[src/hdl/command_cfg.svh]
`ifndef COMMAND_CFG_SVH
`define COMMAND_CFG_SVH

// value returned by get version.
`define CMD_VERSION 32'h0001_0203

// argument store depth in words.
`define MAX_ARGS 8

// number of digital outputs.
`define NGPIO 8

// command ids.
`define CMD_GET_VERSION 5'd0
`define CMD_GET_TIME 5'd2
`define CMD_SET_DIGITAL_OUT 5'd15
`define CMD_SHUTDOWN 5'd19

// response ids.
`define RSP_GET_VERSION 8'd0
`define RSP_GET_TIME 8'd1

`endif

[src/hdl/command_pkg.sv]
`include "command_cfg.svh"

package command_pkg;

	typedef logic [7:0] msg_byte_t;
	typedef logic [31:0] arg_t;
	typedef logic [2:0] arg_idx_t;
	typedef logic [4:0] cmd_id_t;
	typedef logic [63:0] systime_t;
	typedef logic [7:0] rsp_len_t;

	typedef enum logic [1:0] {
		UNIT_NONE,
		UNIT_SYSTEM,
		UNIT_GPIO
	} unit_e;

	// one command table entry.
	typedef struct packed {
		unit_e unit;
		logic [3:0] nargs;
		logic has_rsp;
	} cmd_desc_t;

	// dispatcher to unit.
	typedef struct packed {
		cmd_id_t cmd;
		arg_t arg;
		logic ready;
	} unit_cmd_t;

	// the done pulse from a unit carries the response id in param_data.
	typedef struct packed {
		logic arg_advance;
		logic param_write;
		logic done;
		arg_t param_data;
	} unit_rsp_t;

	function automatic cmd_desc_t cmd_lookup(input cmd_id_t id);
		cmd_desc_t d;
		case (id)
			`CMD_GET_VERSION: d = '{unit: UNIT_SYSTEM, nargs: 4'd0, has_rsp: 1'b1};
			`CMD_GET_TIME: d = '{unit: UNIT_SYSTEM, nargs: 4'd0, has_rsp: 1'b1};
			`CMD_SHUTDOWN: d = '{unit: UNIT_SYSTEM, nargs: 4'd0, has_rsp: 1'b0};
			`CMD_SET_DIGITAL_OUT: d = '{unit: UNIT_GPIO, nargs: 4'd2, has_rsp: 1'b0};
			default: d = '{unit: UNIT_NONE, nargs: 4'd0, has_rsp: 1'b0};
		endcase
		return d;
	endfunction

endpackage

[src/hdl/cmd_dispatcher.sv]
`timescale 1ns/1ps
`include "command_cfg.svh"

module cmd_dispatcher (
	input logic clk,
	input logic rst,
	input logic parsed,
	input command_pkg::cmd_desc_t desc,
	input command_pkg::cmd_id_t cmd,
	output logic release_cmd,
	output command_pkg::arg_idx_t arg_rd_idx,
	input command_pkg::arg_t arg_rd_data,
	output command_pkg::unit_cmd_t sys_cmd,
	output command_pkg::unit_cmd_t gpio_cmd,
	input command_pkg::unit_rsp_t sys_rsp,
	input command_pkg::unit_rsp_t gpio_rsp,
	output logic rsp_start,
	output command_pkg::msg_byte_t rsp_id,
	output command_pkg::arg_idx_t nparams,
	input command_pkg::arg_idx_t param_idx,
	output command_pkg::arg_t param_data,
	input logic rsp_finished
);
	import command_pkg::*;

	typedef enum logic [1:0] {
		D_IDLE,
		D_LOAD,
		D_RUN,
		D_RESPOND
	} disp_state_e;

	disp_state_e state;
	unit_e cur_unit;
	logic cur_has_rsp;
	cmd_id_t cur_cmd;
	arg_t cur_arg;
	logic sys_ready;
	logic gpio_ready;
	arg_t params [`MAX_ARGS];
	unit_rsp_t sel_rsp;

	assign sys_cmd = '{cmd: cur_cmd, arg: cur_arg, ready: sys_ready};
	assign gpio_cmd = '{cmd: cur_cmd, arg: cur_arg, ready: gpio_ready};
	assign param_data = params[param_idx];

	always_comb begin
		case (cur_unit)
			UNIT_SYSTEM: sel_rsp = sys_rsp;
			UNIT_GPIO: sel_rsp = gpio_rsp;
			default: sel_rsp = '0;
		endcase
	end

	always_ff @(posedge clk) begin
		if (rst) begin
			state <= D_IDLE;
			release_cmd <= 1'b0;
			rsp_start <= 1'b0;
			sys_ready <= 1'b0;
			gpio_ready <= 1'b0;
		end else begin
			release_cmd <= 1'b0;
			rsp_start <= 1'b0;
			sys_ready <= 1'b0;
			gpio_ready <= 1'b0;
			case (state)
				D_IDLE: begin
					if (parsed) begin
						cur_unit <= desc.unit;
						cur_has_rsp <= desc.has_rsp;
						cur_cmd <= cmd;
						arg_rd_idx <= '0;
						// nothing handles unknown ids, drop them.
						if (desc.unit == UNIT_NONE)
							release_cmd <= 1'b1;
						else
							state <= D_LOAD;
					end
				end
				D_LOAD: begin
					cur_arg <= arg_rd_data;
					arg_rd_idx <= arg_rd_idx + 3'd1;
					nparams <= '0;
					sys_ready <= (cur_unit == UNIT_SYSTEM);
					gpio_ready <= (cur_unit == UNIT_GPIO);
					state <= D_RUN;
				end
				D_RUN: begin
					if (sel_rsp.arg_advance) begin
						cur_arg <= arg_rd_data;
						arg_rd_idx <= arg_rd_idx + 3'd1;
					end
					if (sel_rsp.param_write) begin
						params[nparams] <= sel_rsp.param_data;
						nparams <= nparams + 3'd1;
					end
					if (sel_rsp.done) begin
						rsp_id <= sel_rsp.param_data[7:0];
						if (cur_has_rsp) begin
							rsp_start <= 1'b1;
							state <= D_RESPOND;
						end else begin
							release_cmd <= 1'b1;
							state <= D_IDLE;
						end
					end
				end
				default: begin
					if (rsp_finished) begin
						release_cmd <= 1'b1;
						state <= D_IDLE;
					end
				end
			endcase
		end
	end

	// only one unit may own the shared argument store.
	assert property (@(posedge clk) disable iff (rst) !(sys_cmd.ready && gpio_cmd.ready));

endmodule

[src/hdl/command_top.sv]
`timescale 1ns/1ps
`include "command_cfg.svh"

module command_top (
	input logic clk,
	input logic rst,
	input command_pkg::msg_byte_t msg_data,
	input logic msg_ready,
	output logic msg_rd_en,
	output command_pkg::msg_byte_t send_ring_data,
	output logic send_ring_wr_en,
	input logic send_ring_full,
	output command_pkg::rsp_len_t send_fifo_data,
	output logic send_fifo_wr_en,
	input command_pkg::systime_t systime,
	output logic [`NGPIO-1:0] gpio,
	output logic shutdown
);
	import command_pkg::*;

	logic parsed;
	logic release_cmd;
	cmd_desc_t desc;
	cmd_id_t cmd;
	arg_idx_t arg_rd_idx;
	arg_t arg_rd_data;
	unit_cmd_t sys_cmd;
	unit_cmd_t gpio_cmd;
	unit_rsp_t sys_rsp;
	unit_rsp_t gpio_rsp;
	logic rsp_start;
	msg_byte_t rsp_id;
	arg_idx_t nparams;
	arg_idx_t param_idx;
	arg_t param_data;
	logic rsp_finished;

	vlq_arg_parser u_parser (
		.clk(clk),
		.rst(rst),
		.msg_data(msg_data),
		.msg_ready(msg_ready),
		.msg_rd_en(msg_rd_en),
		.release_cmd(release_cmd),
		.parsed(parsed),
		.desc(desc),
		.cmd(cmd),
		.arg_rd_idx(arg_rd_idx),
		.arg_rd_data(arg_rd_data)
	);

	cmd_dispatcher u_dispatcher (
		.clk(clk),
		.rst(rst),
		.parsed(parsed),
		.desc(desc),
		.cmd(cmd),
		.release_cmd(release_cmd),
		.arg_rd_idx(arg_rd_idx),
		.arg_rd_data(arg_rd_data),
		.sys_cmd(sys_cmd),
		.gpio_cmd(gpio_cmd),
		.sys_rsp(sys_rsp),
		.gpio_rsp(gpio_rsp),
		.rsp_start(rsp_start),
		.rsp_id(rsp_id),
		.nparams(nparams),
		.param_idx(param_idx),
		.param_data(param_data),
		.rsp_finished(rsp_finished)
	);

	vlq_rsp_encoder u_encoder (
		.clk(clk),
		.rst(rst),
		.rsp_start(rsp_start),
		.rsp_id(rsp_id),
		.nparams(nparams),
		.param_idx(param_idx),
		.param_data(param_data),
		.rsp_finished(rsp_finished),
		.send_ring_data(send_ring_data),
		.send_ring_wr_en(send_ring_wr_en),
		.send_ring_full(send_ring_full),
		.send_fifo_data(send_fifo_data),
		.send_fifo_wr_en(send_fifo_wr_en)
	);

	system_unit u_system (
		.clk(clk),
		.rst(rst),
		.unit_cmd(sys_cmd),
		.unit_rsp(sys_rsp),
		.systime(systime),
		.shutdown(shutdown)
	);

	gpio_unit u_gpio (
		.clk(clk),
		.rst(rst),
		.unit_cmd(gpio_cmd),
		.unit_rsp(gpio_rsp),
		.shutdown(shutdown),
		.gpio(gpio)
	);

endmodule

[src/hdl/gpio_unit.sv]
`timescale 1ns/1ps
`include "command_cfg.svh"

module gpio_unit (
	input logic clk,
	input logic rst,
	input command_pkg::unit_cmd_t unit_cmd,
	output command_pkg::unit_rsp_t unit_rsp,
	input logic shutdown,
	output logic [`NGPIO-1:0] gpio
);
	import command_pkg::*;

	localparam int GPIO_IDX_W = $clog2(`NGPIO);

	logic [1:0] step;
	arg_t chan;
	logic adv;
	logic dn;

	assign unit_rsp = '{arg_advance: adv, param_write: 1'b0, done: dn, param_data: '0};

	always_ff @(posedge clk) begin
		if (rst) begin
			step <= 2'd0;
			adv <= 1'b0;
			dn <= 1'b0;
			gpio <= '0;
		end else begin
			adv <= 1'b0;
			dn <= 1'b0;
			if (unit_cmd.ready) begin
				// channel comes with ready, ask for the value.
				chan <= unit_cmd.arg;
				adv <= 1'b1;
				step <= 2'd1;
			end else if (step == 2'd1) begin
				step <= 2'd2;
			end else if (step == 2'd2) begin
				step <= 2'd0;
				dn <= 1'b1;
				if (unit_cmd.cmd == `CMD_SET_DIGITAL_OUT && chan < 32'(`NGPIO) && !shutdown)
					gpio[chan[GPIO_IDX_W-1:0]] <= unit_cmd.arg[0];
			end
			if (shutdown)
				gpio <= '0;
		end
	end

endmodule

[src/hdl/system_unit.sv]
`timescale 1ns/1ps
`include "command_cfg.svh"

module system_unit (
	input logic clk,
	input logic rst,
	input command_pkg::unit_cmd_t unit_cmd,
	output command_pkg::unit_rsp_t unit_rsp,
	input command_pkg::systime_t systime,
	output logic shutdown
);
	import command_pkg::*;

	logic busy;
	logic [1:0] step;
	cmd_id_t op;
	systime_t time_q;
	logic pw;
	logic dn;
	arg_t pd;

	assign unit_rsp = '{arg_advance: 1'b0, param_write: pw, done: dn, param_data: pd};

	always_ff @(posedge clk) begin
		if (rst) begin
			busy <= 1'b0;
			step <= 2'd0;
			pw <= 1'b0;
			dn <= 1'b0;
			shutdown <= 1'b0;
		end else begin
			pw <= 1'b0;
			dn <= 1'b0;
			if (unit_cmd.ready) begin
				busy <= 1'b1;
				step <= 2'd0;
				op <= unit_cmd.cmd;
				time_q <= systime;
			end else if (busy) begin
				step <= step + 2'd1;
				case (op)
					`CMD_GET_VERSION: begin
						if (step == 2'd0) begin
							pw <= 1'b1;
							pd <= `CMD_VERSION;
						end else begin
							dn <= 1'b1;
							pd <= {24'd0, `RSP_GET_VERSION};
							busy <= 1'b0;
						end
					end
					`CMD_GET_TIME: begin
						// low word first.
						if (step == 2'd0) begin
							pw <= 1'b1;
							pd <= time_q[31:0];
						end else if (step == 2'd1) begin
							pw <= 1'b1;
							pd <= time_q[63:32];
						end else begin
							dn <= 1'b1;
							pd <= {24'd0, `RSP_GET_TIME};
							busy <= 1'b0;
						end
					end
					default: begin
						if (op == `CMD_SHUTDOWN)
							shutdown <= 1'b1;
						dn <= 1'b1;
						pd <= '0;
						busy <= 1'b0;
					end
				endcase
			end
		end
	end

endmodule

[src/hdl/vlq_arg_parser.sv]
`timescale 1ns/1ps
`include "command_cfg.svh"

module vlq_arg_parser (
	input logic clk,
	input logic rst,
	input command_pkg::msg_byte_t msg_data,
	input logic msg_ready,
	output logic msg_rd_en,
	input logic release_cmd,
	output logic parsed,
	output command_pkg::cmd_desc_t desc,
	output command_pkg::cmd_id_t cmd,
	input command_pkg::arg_idx_t arg_rd_idx,
	output command_pkg::arg_t arg_rd_data
);
	import command_pkg::*;

	typedef enum logic [2:0] {
		P_IDLE,
		P_ARG_START,
		P_ARG_CONT,
		P_ARG_END,
		P_PENDING
	} parse_state_e;

	parse_state_e state;
	arg_t args [`MAX_ARGS];
	arg_idx_t curr_arg;
	arg_t tmp_arg;
	cmd_desc_t id_desc;
	logic take;

	// ids above the 5-bit range are unknown.
	assign id_desc = (msg_data[7:5] == 3'b000) ? cmd_lookup(msg_data[4:0]) : '0;
	assign take = msg_ready && !msg_rd_en;
	assign arg_rd_data = args[arg_rd_idx];

	always_ff @(posedge clk) begin
		if (rst) begin
			state <= P_IDLE;
			msg_rd_en <= 1'b0;
			parsed <= 1'b0;
		end else begin
			msg_rd_en <= 1'b0;
			parsed <= 1'b0;
			case (state)
				P_IDLE: begin
					if (take) begin
						msg_rd_en <= 1'b1;
						cmd <= msg_data[4:0];
						desc <= id_desc;
						curr_arg <= '0;
						if (id_desc.nargs == 4'd0) begin
							parsed <= 1'b1;
							state <= P_PENDING;
						end else begin
							state <= P_ARG_START;
						end
					end
				end
				P_ARG_START: begin
					if (take) begin
						msg_rd_en <= 1'b1;
						// bits 6 and 5 both set mark a negative value.
						tmp_arg <= {{25{msg_data[6] & msg_data[5]}}, msg_data[6:0]};
						state <= msg_data[7] ? P_ARG_CONT : P_ARG_END;
					end
				end
				P_ARG_CONT: begin
					if (take) begin
						msg_rd_en <= 1'b1;
						tmp_arg <= {tmp_arg[24:0], msg_data[6:0]};
						if (!msg_data[7])
							state <= P_ARG_END;
					end
				end
				P_ARG_END: begin
					args[curr_arg] <= tmp_arg;
					curr_arg <= curr_arg + 3'd1;
					if ({1'b0, curr_arg} + 4'd1 == desc.nargs) begin
						parsed <= 1'b1;
						state <= P_PENDING;
					end else begin
						state <= P_ARG_START;
					end
				end
				default: begin
					if (release_cmd)
						state <= P_IDLE;
				end
			endcase
		end
	end

	// the host only presents a byte while msg_ready is up.
	assert property (@(posedge clk) disable iff (rst) msg_rd_en |-> msg_ready);

endmodule

[src/hdl/vlq_rsp_encoder.sv]
`timescale 1ns/1ps

module vlq_rsp_encoder (
	input logic clk,
	input logic rst,
	input logic rsp_start,
	input command_pkg::msg_byte_t rsp_id,
	input command_pkg::arg_idx_t nparams,
	output command_pkg::arg_idx_t param_idx,
	input command_pkg::arg_t param_data,
	output logic rsp_finished,
	output command_pkg::msg_byte_t send_ring_data,
	output logic send_ring_wr_en,
	input logic send_ring_full,
	output command_pkg::rsp_len_t send_fifo_data,
	output logic send_fifo_wr_en
);
	import command_pkg::*;

	typedef enum logic [1:0] {
		E_IDLE,
		E_ID,
		E_SIZE,
		E_EMIT
	} enc_state_e;

	enc_state_e state;
	msg_byte_t id_q;
	arg_idx_t np_q;
	rsp_len_t len;
	logic [34:0] sh;
	logic [2:0] cnt;
	logic [34:0] p_ext;
	logic [2:0] size;
	logic [5:0] shamt;
	logic byte_valid;
	logic last_param;

	// fewest 7-bit groups that sign-extend back to the value.
	always_comb begin
		p_ext = {{3{param_data[31]}}, param_data};
		if ($signed(param_data) >= -32'sd32 && $signed(param_data) < 32'sd96) begin
			size = 3'd1;
			shamt = 6'd28;
		end else if ($signed(param_data) >= -32'sd4096 && $signed(param_data) < 32'sd12288) begin
			size = 3'd2;
			shamt = 6'd21;
		end else if ($signed(param_data) >= -32'sd524288 &&
			     $signed(param_data) < 32'sd1572864) begin
			size = 3'd3;
			shamt = 6'd14;
		end else if ($signed(param_data) >= -32'sd67108864 &&
			     $signed(param_data) < 32'sd201326592) begin
			size = 3'd4;
			shamt = 6'd7;
		end else begin
			size = 3'd5;
			shamt = 6'd0;
		end
	end

	assign byte_valid = (state == E_ID) || (state == E_EMIT);
	assign send_ring_wr_en = byte_valid && !send_ring_full;
	assign send_ring_data = (state == E_ID) ? id_q : {cnt != 3'd1, sh[34:28]};
	assign last_param = ({1'b0, param_idx} + 4'd1) == {1'b0, np_q};

	always_ff @(posedge clk) begin
		if (rst) begin
			state <= E_IDLE;
			rsp_finished <= 1'b0;
			send_fifo_wr_en <= 1'b0;
		end else begin
			rsp_finished <= 1'b0;
			send_fifo_wr_en <= 1'b0;
			case (state)
				E_IDLE: begin
					if (rsp_start) begin
						id_q <= rsp_id;
						np_q <= nparams;
						param_idx <= '0;
						state <= E_ID;
					end
				end
				E_ID: begin
					if (send_ring_wr_en) begin
						len <= 8'd1;
						if (np_q == 3'd0) begin
							send_fifo_data <= 8'd1;
							send_fifo_wr_en <= 1'b1;
							rsp_finished <= 1'b1;
							state <= E_IDLE;
						end else begin
							state <= E_SIZE;
						end
					end
				end
				E_SIZE: begin
					if (!send_ring_full) begin
						sh <= p_ext << shamt;
						cnt <= size;
						state <= E_EMIT;
					end
				end
				default: begin
					if (send_ring_wr_en) begin
						sh <= {sh[27:0], 7'b0};
						cnt <= cnt - 3'd1;
						len <= len + 8'd1;
						if (cnt == 3'd1) begin
							if (last_param) begin
								send_fifo_data <= len + 8'd1;
								send_fifo_wr_en <= 1'b1;
								rsp_finished <= 1'b1;
								state <= E_IDLE;
							end else begin
								param_idx <= param_idx + 3'd1;
								state <= E_SIZE;
							end
						end
					end
				end
			endcase
		end
	end

	// a blocked byte is offered again unchanged.
	assert property (@(posedge clk) disable iff (rst)
		byte_valid && send_ring_full |=> byte_valid && $stable(send_ring_data));

endmodule
[config.mk]
export PLATFORM = sky130hd
export DESIGN_NAME = command_top
export DESIGN_NICKNAME = d
export VERILOG_FILES = /design/src/hdl/command_pkg.sv /design/src/hdl/cmd_dispatcher.sv /design/src/hdl/command_top.sv /design/src/hdl/gpio_unit.sv /design/src/hdl/system_unit.sv /design/src/hdl/vlq_arg_parser.sv /design/src/hdl/vlq_rsp_encoder.sv
export VERILOG_INCLUDE_DIRS = /design/src /design/src/hdl
export SDC_FILE = /design/constraint.sdc
export NUM_CORES = 1
export LEC_CHECK = 0
export ABC_AREA = 1
export ABC_CLOCK_PERIOD_IN_PS = 13100
export BUFFER_PORTS_ARGS = -buffer_cell sky130_fd_sc_hd__clkbuf_2
export CAP_MARGIN = 5
export CORE_ASPECT_RATIO = 0.7
export CORE_MARGIN = 2
export CORE_UTILIZATION = 50
export DETAILED_ROUTE_END_ITERATION = 7
export PLACE_DENSITY = 0.68
export SLEW_MARGIN = 40
export SYNTH_ARGS = -nofsm -noshare
export SYNTH_HDL_FRONTEND = slang
export SYNTH_SLANG_ARGS = --single-unit
[constraint.sdc]
create_clock -name clk -period 13.1 [get_ports clk]
set_clock_uncertainty 0.15 [all_clocks]
set_input_delay 2.62 -clock clk [delete_from_list [all_inputs] [get_ports clk]]
set_output_delay 2.62 -clock clk [all_outputs]
set_load 0.005 [all_outputs]
* Word-level counts from Yosys, hierarchy flattened
Memories as Yosys holds them, arrays and structs flattened. A register that Yosys moved wholly into a read port is not among the register bits.
Cells that the tools add are included.
Widths: inputs -> output; s select.
** Cells by class
- Reductions and logical operators :: 73
- Mux-type cells :: 116
- Magnitude comparators :: 11
- Bitwise operators :: 14
- Eq/ne operators :: 37
- Add/sub/neg operators :: 9
- Shifts and indexed selects :: 1
** Operators with widths (count)
- $pmux 32 s2 :: 3
- $mux 32 :: 5
- $pmux 35 s2 :: 2
- $mux 35 :: 2
- $mux 3 :: 23
- $mux 8 :: 8
- $mux 1 :: 36
- $shl 35x6->35 :: 1
- $ge 32x13->1 const B :: 1
- $ge 32x20->1 const B :: 1
- $ge 32x27->1 const B :: 1
- $ge 32x6->1 const B :: 1
- $lt 32x15->1 const B :: 1
- $lt 32x22->1 const B :: 1
- $lt 32x29->1 const B :: 1
- $lt 32x4->1 const B :: 1
- $lt 32x8->1 const B :: 1
- $pmux 8 s2 :: 2
- $mux 2 :: 14
- $reduce_and 3->1 :: 9
- $pmux 3 s2 :: 4
- $reduce_and 4->1 :: 6
- $pmux 7 s3 :: 1
- $reduce_or 2->1 :: 10
- other kinds (46) :: 126
** Word-level totals
- RAM bits :: 512
- Memories :: 2
- Output and inout port bits :: 28
- Register bits :: 334
- Input bits :: 76
- Word-level logic and storage cells :: 307
** Memories
- u_dispatcher.params :: depth 8, width 32, read ports 1, clocked after Yosys merged registers in 1, wr ports 1, line cmd_dispatcher.sv:40 : arg_t params [`MAX_ARGS];
- u_parser.args :: depth 8, width 32, read ports 1, clocked after Yosys merged registers in 1, wr ports 1, line vlq_arg_parser.sv:28 : arg_t args [`MAX_ARGS];

* Depth between registers and ports, before layout
- Word-level depth :: 9
- Mapped depth :: 25
- Mapped depth without buffers :: 24

* By module
A second synthesis with hierarchy kept.
** Second synthesis, totals
- Cells, all modules :: 3074
- Area, all modules :: 35621.7 µm²
** Modules (own cells, without submodules)
- cmd_dispatcher :: cells an instance 1031, times used 1, area an instance 12877.4 µm², seq. area each 9429.0 µm²
- vlq_arg_parser :: cells an instance 918, times used 1, area an instance 11975.2 µm², seq. area each 9108.7 µm²
- vlq_rsp_encoder :: cells an instance 691, times used 1, area an instance 4944.7 µm², seq. area each 2102.0 µm²
- system_unit :: cells an instance 241, times used 1, area an instance 3860.0 µm², seq. area each 3153.0 µm²
- gpio_unit :: cells an instance 193, times used 1, area an instance 1964.4 µm², seq. area each 1201.2 µm²

* Least setup slack after synthesis
No wires, ideal clock.
- Path type :: input -> register
- Start :: input rst
- End :: register u_system.op[0], enable pin
- Path buffers :: 2
- Setup time :: 497 ps
- Arrival :: 5931 ps
- Cell stages on the path :: 3
- Slack :: 6523 ps
- Required time :: 12453 ps
- Path through :: clkbuf_1 > buf_1 > nor2_1
** On the way
- Longest elaborated chain between the ends :: 2
** Ends and longest elaborated chain
- start, declared :: line command_top.sv:6 : input logic rst,
- $not 1->1 (no source line)
- $reduce_and 2->1 (no source line)
- end signal, assigned :: line system_unit.sv:37 : op <= unit_cmd.cmd;
- end, declared :: line system_unit.sv:16 : cmd_id_t op;
No other way between the ends.
A chain may end at the register's enable or synchronous reset.

* Worst setup path in the final report
- Start :: input send_ring_full
- End :: output send_ring_wr_en
** On the way
- Longest elaborated chain between the ends :: 2
** Ends and longest elaborated chain
- start, declared :: line command_top.sv:12 : input logic send_ring_full,
- $logic_not 1->1 :: line vlq_rsp_encoder.sv:63 : assign send_ring_wr_en = byte_valid && !send_ring_full;
- $logic_and 1x1->1 :: line vlq_rsp_encoder.sv:63
- end, declared :: line command_top.sv:11 : output logic send_ring_wr_en,
No other way between the ends.

==> impl_metrics.tcl <==
set metrics [dict create \
    hp-class "reg -> reg" \
    hold_viol 0 \
    synth_edf_count 811 \
    synthArstFlopShare_pct 0 \
    ys_seq_area_share_pct 70.6 \
    ys_seq_elements 849 \
    grt_pass1_vias 21288 \
    intPower_mw 4.93 \
    layout_setup_ws_ns 7.30 \
    syn-num-nets 3305 \
    clock-sinks 849 \
    clk_latency_ns 0.66 \
    switching_power_mw 2.37 \
    synth_top_area_share_pct 68.5 \
    numCtsBuffers 81 \
    fp.dieH_um 227 \
    post_cts_resized 0 \
    totalWireLength_um 82500 \
    yosysWarnings 0 \
    cp_max_fo 3 \
    core_area_sq_mm 0.0701 \
    fin_setup_tns_ns 0 \
    cts_setup_buffers 0 \
    crit_top_cell "clkbuf_2" \
    crit_slowest_cell "a21oi_1" \
    htreeDepth 3 \
    drc 0 \
    path_clk_slew_ns 0.06 \
    die_area_sq_mm 0.0733 \
    finalCritPeriodShare_pct 44.2 \
    synthDistinctLibCells 43 \
    maxSlewHeadroom_pct 43.0 \
    power_frac_comb_pct 24.6 \
    start_kind "input pin" \
    cts-root-buf "clkbuf_16" \
    area_growth_pct 12.4 \
    ios 104 \
    dr.pass1.iters 8 \
    cellLeakagePower_nw 15.4 \
    drv_slew 0 \
    rsz0062_at_grt "false" \
    synthesis.area_sq_mm 0.0356 \
    drive_gt1_share_pct 9.87 \
    drt_iter0_markers 2725 \
    fp-row-count 81 \
    slowest_delay_ns 0.16 \
    dp_hpwl_um 49300 \
    cp_top_family "buffers and inverters" \
    drtAntennaViolNets 0 \
    sw_frac_of_total_pct 32.5 \
    place_ws_ns 7.30 \
    grt_pass1_wl_um 126000 \
    cp-end-kind "output port" \
    cp.buffers_inverters 2 \
    peakVddDrop_mv 0.114 \
    holdWs_ns 0.268 \
    final_area_sq_mm 0.0400 \
    regToRegSetupSlack_ns 7.70 \
    post_drt_wl_per_cell_um 19.1 \
    p_per_area_mw_per_mm2 183 \
    syn_avg_cell_area_sq_um 11.1 \
    drv_cap 0 \
    arrival_ns 3.03 \
    num_vias 23360 \
    fp.dieW_um 323 \
    synth.top_cells.by_count "edfxtp_1 (811), nand2_1 (727), nor2_1 (399)" \
    pwr-share-seq_pct 42.6 \
    max_freq_mhz 173 \
    n_fill_cell 5779 \
    p_clk_share_pct 32.9 \
    crit_path_start "send_ring_full" \
    initial_utilization_pct 50.7 \
    yosysTopAreaCell "edfxtp_1" \
    required_ns 10.33 \
    port_buffers 103 \
    place_area_sq_mm 0.0372 \
    post_drt_via_cell_ratio 5.42 \
    tightest_slew_ns 0.854 \
    finalSetupViolCount 0 \
    place_congestion 0.923 \
    status "completed" \
    yosysMostFrequentCell "edfxtp_1" \
    synth_flop_cell "edfxtp_1" \
    antenna_found_initial 2 \
    overflow 0 \
    cts_tree "yes" \
    hp-start "u_dispatcher.cur_arg[24]" \
    grt_usage_pct 22.7 \
    cts_buffer_depth 3 \
    path_cells "clkbuf_2 > a21oi_1 > clkbuf_2" \
    nNetsFinal 3385 \
    grt_max_degree 95 \
    cts_hold_buf 0 \
    period_needed_ns 5.80 \
    syn-instance-count 3208 \
    diodes 0 \
    path_class "in -> out" \
    netlist_top_cells_area "edfxtp_1 (68%), nand2_1 (7.7%), nand3_1 (5.0%), nor2_1 (4.2%), inv_1 (2.9%)" \
]
cells by family after synthesis:
group | count (synthesis) | share of synthesized area, %
AOI/OAI and AO/OA | 359 | 5.75
xor gates and xnor gates | 7 | 0.172
adders and majority gates | 21 | 0.739
buffers and inverters | 439 | 4.94
DFF | 849 | 70.6
muxes | 2 | 0.0633
and+or+nand+nor | 1531 | 17.7
placed cells by master (no fill, tap or decap), types with 32 or more instances in the layout:
cell type  Yosys  layout
clkbuf_2       0     103
dfxtp_1       38      33
buf_4          9      41
a31oi_1       33      33
nor2_1       399     379
nand2_1      727     727
a21oi_1       33      32
inv_1        274     271
nand3_1      358     358
o21ai_0      187     187
clkbuf_16      0      83
edfxtp_1     811     811
o22ai_1       44      44
per-stage QoR:
stage                     instances  util [%]  total power [mW]
final                          4309      57.0              7.31
after global routing           4309      57.0              7.66
after CTS                      4308      57.0              7.29
after detailed placement       4158      53.1              4.91
after global placement         4154      52.9              4.88
after floorplan                3208         -              4.42
layer usage:
metal | track usage [%] | up-vias | wire, um
met5 | 0 | - | 0
met4 | 5.48 | 0 | 1490
met3 | 5.07 | 104 | 8600
met2 | 30.1 | 1067 | 32400
met1 | 37.2 | 10978 | 40000
li1 | - | 11211 | -
flip-flops by register name, indices dropped and copies added, names as in the netlist, 3 cells and up, named ones only:
signal,count
u_encoder.param_idx,3
u_encoder.sh,35
u_dispatcher.rsp_id,8
u_system.pd,32
u_encoder.len,8
u_system.time_q,64
u_dispatcher.cur_arg,32
u_dispatcher.cur_cmd,5
u_system.op,5
u_encoder.id_q,8
u_encoder.cnt,3
u_gpio.chan,32
u_dispatcher.params,256
u_dispatcher.arg_rd_idx,3
u_encoder.np_q,3
u_parser.desc,4
u_parser.cmd,5
u_dispatcher.nparams,3
u_parser.curr_arg,3
u_gpio.gpio,8
u_parser.state,3
u_encoder.send_fifo_data,8
u_parser.args,256
u_parser.tmp_arg,32
path summary, 6_finish.rpt:
check / to / depth (start not counted)
min reg2reg: u_gpio.chan[24] / 0
min: u_gpio.chan[24] / 0
max: send_ring_wr_en / 3
max reg2reg: u_encoder.sh[33] / 21
final cells by class:
cell class	instances	area, sq um	area share (%)
flip-flops and latches	849	25100	62.9
well taps	954	1190	2.99
repair buffers	153	973	2.44
multi-input cells	1920	8880	22.2
clock buffers	109	2260	5.67
clock inverters	41	474	1.19
inverters	283	1060	2.66
power by group through the flow:
stage | logic, mW | clock network (mW) | registers [mW]
after floorplan | 1.29 | 0 | 3.13
after global placement | 1.69 | 0 | 3.19
after detailed placement | 1.72 | 0 | 3.19
after CTS | 1.73 | 2.43 | 3.13
after global routing | 2.00 | 2.54 | 3.12
final | 1.79 | 2.40 | 3.11
worst register-to-register path, cell delays in order (launching register included):
cell and delay, ns:
dfxtp_4 0.66, clkinv_2 0.64, buf_6 0.50, nand2_1 0.23, nand2_1 0.06, nand2_1 0.08
nand2_1 0.07, nand2_1 0.07, nand2_1 0.22, nand2_1 0.14, nor2_1 0.04, nand2_1 0.06
nor2_1 0.04, nand2_1 0.06, nand2_1 0.07, nand2_2 0.49, nand2_1 0.41, buf_4 0.32
inv_2 0.42, nand3_1 0.22, nand3_1 0.13, nand3_1 0.07
No activity file was read; power rests on OpenSTA's default activity.
